**src/l1_defs.svh**
```systemverilog
`ifndef L1_DEFS_SVH
`define L1_DEFS_SVH

// ==================================================
// cpu side widths
// ==================================================
`define L1_ADDR_WID   32
`define L1_DATA_WID   32

// ==================================================
// address split and array depth
// ==================================================
// byte offset within the single-word line
`define L1_OFFSET_WID 2
`define L1_INDEX_WID  4

`define L1_DEPTH      (1 << `L1_INDEX_WID)

// remaining upper address bits
`define L1_TAG_WID    (`L1_ADDR_WID - `L1_INDEX_WID - `L1_OFFSET_WID)

`endif

```
**src/l1_pkg.sv**
```systemverilog
`default_nettype none

`include "l1_defs.svh"

package l1_pkg;

    // line coherence state, no shared copies with one core
    typedef enum logic [1:0] {
        INVALID   = 2'b00,
        EXCLUSIVE = 2'b01,
        MODIFIED  = 2'b11
    } line_state_e;

    typedef enum logic [1:0] {
        IDLE      = 2'b00,
        WRITEBACK = 2'b01,
        FILL      = 2'b10,
        DONE      = 2'b11
    } ctrl_state_e;

    // one address word, msb first
    typedef struct packed {
        logic [`L1_TAG_WID-1:0]    tag;
        logic [`L1_INDEX_WID-1:0]  index;
        logic [`L1_OFFSET_WID-1:0] offset;
    } addr_fields_t;

    typedef struct packed {
        line_state_e            state;
        logic [`L1_TAG_WID-1:0] tag;
    } tag_entry_t;

    typedef struct packed {
        logic                    rd;
        logic                    wr;
        logic [`L1_ADDR_WID-1:0] addr;
        logic [`L1_DATA_WID-1:0] wdata;
    } cpu_req_t;

    typedef struct packed {
        logic                    rd;
        logic                    wr;
        logic [`L1_ADDR_WID-1:0] addr;
        logic [`L1_DATA_WID-1:0] wdata;
    } lv2_req_t;

endpackage

`default_nettype wire

```
**src/l1_tag_state.sv**
```systemverilog
`timescale 1ns/1ns
`default_nettype none

`include "l1_defs.svh"

module l1_tag_state (
    input  logic                      clk,
    input  logic                      arst_n,
    input  logic [`L1_INDEX_WID-1:0]  index,
    input  logic [`L1_TAG_WID-1:0]    tag,
    output logic                      hit,
    output l1_pkg::tag_entry_t        entry,
    input  logic                      upd_en,
    input  l1_pkg::tag_entry_t        upd_entry
);

    // ==================================================
    // tag and state storage
    // ==================================================
    l1_pkg::tag_entry_t entries [`L1_DEPTH];

    always_ff @(posedge clk or negedge arst_n) begin
        if (!arst_n) begin
            for (int i = 0; i < `L1_DEPTH; i++) begin
                entries[i] <= '{state: l1_pkg::INVALID, tag: '0};
            end
        end else if (upd_en) begin
            entries[index] <= upd_entry;
        end
    end

    // ==================================================
    // lookup
    // ==================================================
    // stored entry also feeds victim selection
    assign entry = entries[index];

    always_comb begin
        hit = 1'b0;
        if (entry.state != l1_pkg::INVALID) begin
            hit = (entry.tag == tag);
        end
    end

endmodule

`default_nettype wire

```
**src/l1_data_array.sv**
```systemverilog
`timescale 1ns/1ns
`default_nettype none

`include "l1_defs.svh"

module l1_data_array (
    input  logic                     clk,
    input  logic [`L1_INDEX_WID-1:0] index,
    input  logic                     wr_en,
    input  logic [`L1_DATA_WID-1:0]  wdata,
    output logic [`L1_DATA_WID-1:0]  rdata
);

    // one word per line
    logic [`L1_DATA_WID-1:0] mem [`L1_DEPTH];

    always_ff @(posedge clk) begin
        if (wr_en) begin
            mem[index] <= wdata;
        end
    end

    // async read, same index as the tag lookup
    assign rdata = mem[index];

endmodule

`default_nettype wire

```
**src/l1_miss_ctrl.sv**
```systemverilog
`timescale 1ns/1ns
`default_nettype none

`include "l1_defs.svh"

module l1_miss_ctrl (
    input  logic                    clk,
    input  logic                    arst_n,
    input  l1_pkg::cpu_req_t        cpu_req,
    output logic                    cpu_done,
    output logic [`L1_DATA_WID-1:0] cpu_rdata,
    input  logic                    hit,
    input  l1_pkg::tag_entry_t      entry,
    output logic                    upd_en,
    output l1_pkg::tag_entry_t      upd_entry,
    output logic                    data_wr_en,
    output logic [`L1_DATA_WID-1:0] data_wdata,
    input  logic [`L1_DATA_WID-1:0] data_rdata,
    output l1_pkg::lv2_req_t        lv2_req,
    input  logic [`L1_DATA_WID-1:0] lv2_rdata,
    input  logic                    lv2_rd_done,
    input  logic                    lv2_wr_done
);

    l1_pkg::ctrl_state_e  state;
    l1_pkg::addr_fields_t req_f;
    l1_pkg::addr_fields_t fill_addr;
    l1_pkg::addr_fields_t victim_addr;

    logic req_valid;
    logic victim_dirty;
    logic write_hit;
    logic fill_done;

    logic                    lv2_rd;
    logic                    lv2_wr;
    l1_pkg::addr_fields_t    lv2_addr;
    logic [`L1_DATA_WID-1:0] lv2_wdata;

    // ==================================================
    // request decode
    // ==================================================
    assign req_f        = cpu_req.addr;
    assign req_valid    = cpu_req.rd | cpu_req.wr;
    assign victim_dirty = (entry.state == l1_pkg::MODIFIED);

    // line addresses always carry a zero byte offset
    assign fill_addr   = '{tag: req_f.tag, index: req_f.index, offset: '0};
    assign victim_addr = '{tag: entry.tag, index: req_f.index, offset: '0};

    assign write_hit = (state == l1_pkg::IDLE) && cpu_req.wr && hit;
    assign fill_done = (state == l1_pkg::FILL) && lv2_rd_done;

    // ==================================================
    // array update
    // ==================================================
    // fill installs a clean line, cpu write dirties it
    assign data_wr_en = write_hit | fill_done;
    assign upd_en     = write_hit | fill_done;
    assign data_wdata = fill_done ? lv2_rdata : cpu_req.wdata;

    always_comb begin
        upd_entry.tag   = req_f.tag;
        upd_entry.state = fill_done ? l1_pkg::EXCLUSIVE : l1_pkg::MODIFIED;
    end

    // ==================================================
    // sequencing
    // ==================================================
    always_ff @(posedge clk or negedge arst_n) begin
        if (!arst_n) begin
            state    <= l1_pkg::IDLE;
            cpu_done <= 1'b0;
            lv2_rd   <= 1'b0;
            lv2_wr   <= 1'b0;
        end else begin
            cpu_done <= 1'b0;
            case (state)
                l1_pkg::IDLE: begin
                    if (req_valid) begin
                        if (hit) begin
                            cpu_done <= 1'b1;
                            state    <= l1_pkg::DONE;
                        end else if (victim_dirty) begin
                            lv2_wr <= 1'b1;
                            state  <= l1_pkg::WRITEBACK;
                        end else begin
                            lv2_rd <= 1'b1;
                            state  <= l1_pkg::FILL;
                        end
                    end
                end
                l1_pkg::WRITEBACK: begin
                    if (lv2_wr_done) begin
                        lv2_wr <= 1'b0;
                        lv2_rd <= 1'b1;
                        state  <= l1_pkg::FILL;
                    end
                end
                l1_pkg::FILL: begin
                    // back to idle, the retry then hits
                    if (lv2_rd_done) begin
                        lv2_rd <= 1'b0;
                        state  <= l1_pkg::IDLE;
                    end
                end
                l1_pkg::DONE: begin
                    // request still high here, skip it
                    state <= l1_pkg::IDLE;
                end
                default: begin
                    state <= l1_pkg::IDLE;
                end
            endcase
        end
    end

    // ==================================================
    // payload registers
    // ==================================================
    always_ff @(posedge clk) begin
        if (state == l1_pkg::IDLE && req_valid) begin
            if (hit && cpu_req.rd) begin
                cpu_rdata <= data_rdata;
            end
            if (!hit && victim_dirty) begin
                lv2_addr  <= victim_addr;
                lv2_wdata <= data_rdata;
            end else begin
                lv2_addr <= fill_addr;
            end
        end else if (state == l1_pkg::WRITEBACK && lv2_wr_done) begin
            lv2_addr <= fill_addr;
        end
    end

    assign lv2_req = '{rd: lv2_rd, wr: lv2_wr, addr: lv2_addr, wdata: lv2_wdata};

endmodule

`default_nettype wire

```
**src/l1_dcache.sv**
```systemverilog
`timescale 1ns/1ns
`default_nettype none

`include "l1_defs.svh"

module l1_dcache (
    input  logic                    clk,
    input  logic                    arst_n,
    input  l1_pkg::cpu_req_t        cpu_req,
    output logic                    cpu_done,
    output logic [`L1_DATA_WID-1:0] cpu_rdata,
    output l1_pkg::lv2_req_t        lv2_req,
    input  logic [`L1_DATA_WID-1:0] lv2_rdata,
    input  logic                    lv2_rd_done,
    input  logic                    lv2_wr_done
);

    l1_pkg::addr_fields_t    req_f;
    logic                    hit;
    l1_pkg::tag_entry_t      entry;
    logic                    upd_en;
    l1_pkg::tag_entry_t      upd_entry;
    logic                    data_wr_en;
    logic [`L1_DATA_WID-1:0] data_wdata;
    logic [`L1_DATA_WID-1:0] data_rdata;

    assign req_f = cpu_req.addr;

    l1_tag_state tag_state_i (
        .clk       (clk),
        .arst_n    (arst_n),
        .index     (req_f.index),
        .tag       (req_f.tag),
        .hit       (hit),
        .entry     (entry),
        .upd_en    (upd_en),
        .upd_entry (upd_entry)
    );

    l1_data_array data_array_i (
        .clk   (clk),
        .index (req_f.index),
        .wr_en (data_wr_en),
        .wdata (data_wdata),
        .rdata (data_rdata)
    );

    l1_miss_ctrl miss_ctrl_i (
        .clk         (clk),
        .arst_n      (arst_n),
        .cpu_req     (cpu_req),
        .cpu_done    (cpu_done),
        .cpu_rdata   (cpu_rdata),
        .hit         (hit),
        .entry       (entry),
        .upd_en      (upd_en),
        .upd_entry   (upd_entry),
        .data_wr_en  (data_wr_en),
        .data_wdata  (data_wdata),
        .data_rdata  (data_rdata),
        .lv2_req     (lv2_req),
        .lv2_rdata   (lv2_rdata),
        .lv2_rd_done (lv2_rd_done),
        .lv2_wr_done (lv2_wr_done)
    );

endmodule

`default_nettype wire

```
**config.mk**
```make
export PLATFORM = sky130hd
export DESIGN_NAME = l1_dcache
export DESIGN_NICKNAME = d
export VERILOG_FILES = /design/src/l1_pkg.sv /design/src/l1_tag_state.sv /design/src/l1_data_array.sv /design/src/l1_miss_ctrl.sv /design/src/l1_dcache.sv
export VERILOG_INCLUDE_DIRS = /design/src
export SDC_FILE = /design/constraint.sdc
export NUM_CORES = 1
export LEC_CHECK = 0
export BUFFER_PORTS_ARGS = -buffer_cell sky130_fd_sc_hd__buf_2
export CAP_MARGIN = 0
export CORE_ASPECT_RATIO = 1.1
export CORE_UTILIZATION = 60
export DETAILED_ROUTE_END_ITERATION = 16
export HOLD_SLACK_MARGIN = 0.02
export PLACE_DENSITY = 0.78
export SYNTH_ARGS = -nofsm -noshare
export SYNTH_HDL_FRONTEND = slang
export SYNTH_SLANG_ARGS = --single-unit
export TNS_END_PERCENT = 1
```
**constraint.sdc**
```tcl
create_clock -name clk -period 4.6 [get_ports clk]
set_input_delay 0.92 -clock clk [delete_from_list [all_inputs] [get_ports clk]]
set_output_delay 0.92 -clock clk [all_outputs]
set_load 0.005 [all_outputs]
```
==> metrics.md <==
| Metric | Value |
|---|---|
| Worst slew margin | `0.228` |
| Mean cell area of the mapped netlist | `about 18 µm²` |
| Total half-perimeter wirelength after legalization and detailed placement | `~66,000 µm` |
| Placeable core region | `roughly 75,000 µm²` |
| Launch point of the worst reg-to-reg path | `tag_state_i.entries[126]` |
| List of cells traversed by the critical path | `buf_6 -> buf_12 -> nor2b_1 -> buf_4 -> a221oi_1 -> buf_4 -> mux2i_1 -> and4_1 -> nand4_1 -> nor4_4 -> buf_12 -> buf_12 -> o21ai_4 -> buf_4 -> mux2_2` |
| Layout overhead on the synthesized area | `15.0%` |
| Total placed instance area | `~49,000 µm²` |
| Number of core rows | `approximately 110` |
| Reg-to-reg slack, setup | `around 0.67 ns` |
| Final count of hold timing violations | `0` |
| Clock root cell | `sky130_fd_sc_hd__clkbuf_16` |
| Source-to-sink clock delay at the later pin of the worst-skew pair | `between 0.6 and 0.7 ns` |
| Type of element launching the critical path | `primary input` |
| Layout cell share with drive strength beyond 1 | `0.415` |
| Smallest hold slack | `~0.23 ns` |
| DRC viols | `0` |
| Final instance area | `approximately 52,000 µm²` |
| Clock Skews | `between 0.03 and 0.04 ns` |
| Number of cells produced by synthesis | `around 2,500` |
| Crit path launch | `cpu_req[36]` |
| Number of global-route vias before repair | `roughly 27,000` |
| Crit-path slowest cell | `sky130_fd_sc_hd__mux2i_1` |
| Leading cell type in the layout, fill and taps excluded | `sky130_fd_sc_hd__edfxtp_1` |
| Maximum single-stage delay on the critical path | `0.41 ns` |
| Filler cell count in the final layout | `around 4,600` |
| FF+latch count, synth | `~1,100` |
| Via density | `6.44` |
| Highest Clock Rate | `about 250 MHz` |
| Total routing usage reported by global routing | `0.297` |
| Final standard cell utilization of the core | `0.700` |
| Type of the setup path with the least slack | `primary input to register` |
| Global-route wire length before repair | `between 150,000 and 200,000 µm` |
| Cell type group with the largest total delay on the critical path | `buffers and inverters` |
| Clock buffer count from CTS | `between 100 and 150` |
| Die height | `291 µm` |
| Die X-Extent | `approximately 260 µm` |
| Number of distinct library cell variants in the gate-level netlist after synthesis | `64` |
| Final period utilization | `0.885` |
| GPL Wtd Cong | `0.855` |
| Min-Delay Path Class | `primary input to async pin` |
| DRC violation total after the first TritonRoute iteration | `between 2,000 and 2,500` |
| Top library cells by usage in the layout, fill and taps aside | `606 x sky130_fd_sc_hd__edfxtp_1, 453 x sky130_fd_sc_hd__dfrtp_1, 251 x sky130_fd_sc_hd__mux4_2, 215 x sky130_fd_sc_hd__mux2_2, 191 x sky130_fd_sc_hd__buf_2` |
| Largest net degree at the start of global routing | `between 100 and 150` |
| Crit-path max FO | `37` |
| Number of flops mapped to enable cells by yosys | `606` |
| Number of buffers and inverters on the critical path | `7` |
| Die area | `77,100 µm²` |
| Sum of routed wire length over all layers | `roughly 110,000 µm` |
| Number of iterations in the first detailed-routing pass | `5` |
| FFs w/ async S/R, synth | `0.428` |
| Synth Cell Area | `45,600 µm²` |
| Commonest register cell after synthesis | `sky130_fd_sc_hd__edfxtp_1` |
| Total setup buffers inserted after CTS | `0` |
| Total via count after detailed routing | `between 20,000 and 25,000` |
| CTS H-tree lvls | `3` |
| VDD IR max | `around 400 µV` |
| Initial antenna violation count | `4` |
| Number of top-level pins | `around 200` |
| Sequential fraction of the synthesis area | `0.648` |
| Final-report setup violation count | `0` |
| Yosys synthesis warning count | `0` |
| Total number of clock tree sinks | `around 1,100` |
| Unrepaired setup endpoints after global routing | `false` |
| Worst Setup End Kind | `register` |
| Data required, critical path | `a little over 5 ns` |
| Pin slew with the least headroom to its limit | `1.16 ns` |
| Net count reported at finish | `approximately 2,900` |
| Number of nets with antenna violations after detailed routing | `0` |
| Number of hold-repair buffers added at the cts stage | `0` |
| Total congestion overflow | `0` |
| Wire length per cell after detailed routing | `between 20 and 30 µm` |
| Max Cap Viol | `0` |
| Clock slew at reported path FFs | `0.06 ns` |
| Quantity of I/O buffers inserted on ports | `a little under 200` |
| Total power divided by cell area | `around 510 nW/µm²` |
| Leak Pwr | `0.0213 µW` |
| Status | `complete, no violations` |
| Data arrival time of the worst path | `approximately 4.6 ns` |
| Post-CTS Resized | `0` |
| Clock Tree Buf Depth | `3` |
| Minimum clock period | `approximately 4.1 ns` |
| Max-slew violation total from the final report | `0` |
| Initial Util | `0.609` |
| TritonCTS clock tree | `yes` |
final timing paths:
kind                                            end  depth (start not counted)
setup / recovery           tag_state_i.entries[199]                         15
hold / removal             tag_state_i.entries[344]                          1
setup reg to reg           tag_state_i.entries[199]                         12
hold reg to reg            tag_state_i.entries[278]                          1
max in group asynchronous  tag_state_i.entries[439]                          3
min in group clk           tag_state_i.entries[278]                          1
routing by layer:
layer / part of all wire / track usage / up-vias
met5: 0.00040 / 0 / -
met4: 0.033 / 0.111 / 6
met3: 0.062 / 0.0421 / 239
met2: 0.52 / 0.508 / 1069
met1: 0.39 / 0.389 / 13200
li1: - / - / 10300
sequential cells by signal, indices dropped and copies added (netlist names):
register and cells:
miss_ctrl_i.lv2_rd 1, miss_ctrl_i.lv2_req 30, data_array_i.mem 512, miss_ctrl_i.cpu_done 1
miss_ctrl_i.state 2, miss_ctrl_i.lv2_wdata 32, tag_state_i.entries 448, miss_ctrl_i.lv2_wr 1
miss_ctrl_i.cpu_rdata 32
cell type report:
cell class	count	area [µm²]	share of cell area
sequential	1059	29500	0.563
multi-input combinational	1238	15000	0.285
timing repair buffer	363	3090	0.0590
clock buffer	138	2830	0.0540
tap	963	1200	0.0230
clock inverter	56	712	0.0136
inverter	31	120	0.00229
antenna	1	2.50	0.0000477
report_power, final:
part           internal (µW)  switching [µW]
Combinational           2830            2260
Sequential             12200             965
Clock                   5000            3730
through the flow:
| step | std cells | TNS [ns] | setup slack, ns | total power, µW |
|---|---|---|---|---|
| after global placement | 3654 | -24.75 | -0.108 | 17900 |
| after global routing | 3848 | 0 | 0.377 | 27900 |
| after floorplan | 2517 | -91.30 | -0.211 | 16700 |
| final | 3849 | 0 | 0.527 | 27000 |
| after detailed placement | 3654 | -46.77 | -0.149 | 18300 |
| after CTS | 3848 | 0 | 0.535 | 27000 |
cells in the mapped netlist (25+ instances only):
library cell / count / area [µm²]
sky130_fd_sc_hd__mux2_4: 177 / 2660
sky130_fd_sc_hd__nand2b_1: 25 / 156
sky130_fd_sc_hd__a21oi_1: 35 / 175
sky130_fd_sc_hd__buf_6: 30 / 338
sky130_fd_sc_hd__nand2_1: 142 / 533
sky130_fd_sc_hd__inv_1: 29 / 109
sky130_fd_sc_hd__mux2_1: 57 / 642
sky130_fd_sc_hd__nor2_1: 39 / 146
sky130_fd_sc_hd__mux2_2: 215 / 2420
sky130_fd_sc_hd__clkbuf_1: 95 / 357
sky130_fd_sc_hd__mux4_2: 251 / 5650
sky130_fd_sc_hd__dfrtp_1: 453 / 11300
sky130_fd_sc_hd__buf_2: 30 / 150
sky130_fd_sc_hd__edfxtp_1: 606 / 18200
sky130_fd_sc_hd__mux2i_1: 88 / 881
kinds of logic after synthesis:
family | after synthesis | share of synthesized area
flip-flops | 1059 | 0.648
multiplexers | 788 | 0.269
AND/OR/NAND/NOR | 275 | 0.0281
buffers and inverters | 220 | 0.0255
AO/OA/AOI/OAI | 144 | 0.0241
XOR/XNOR | 25 | 0.00480
adder cells (fa/ha/maj) | 4 | 0.00110
other | 1 | 0.0000822
No activity file was read; power rests on OpenSTA's default activity.
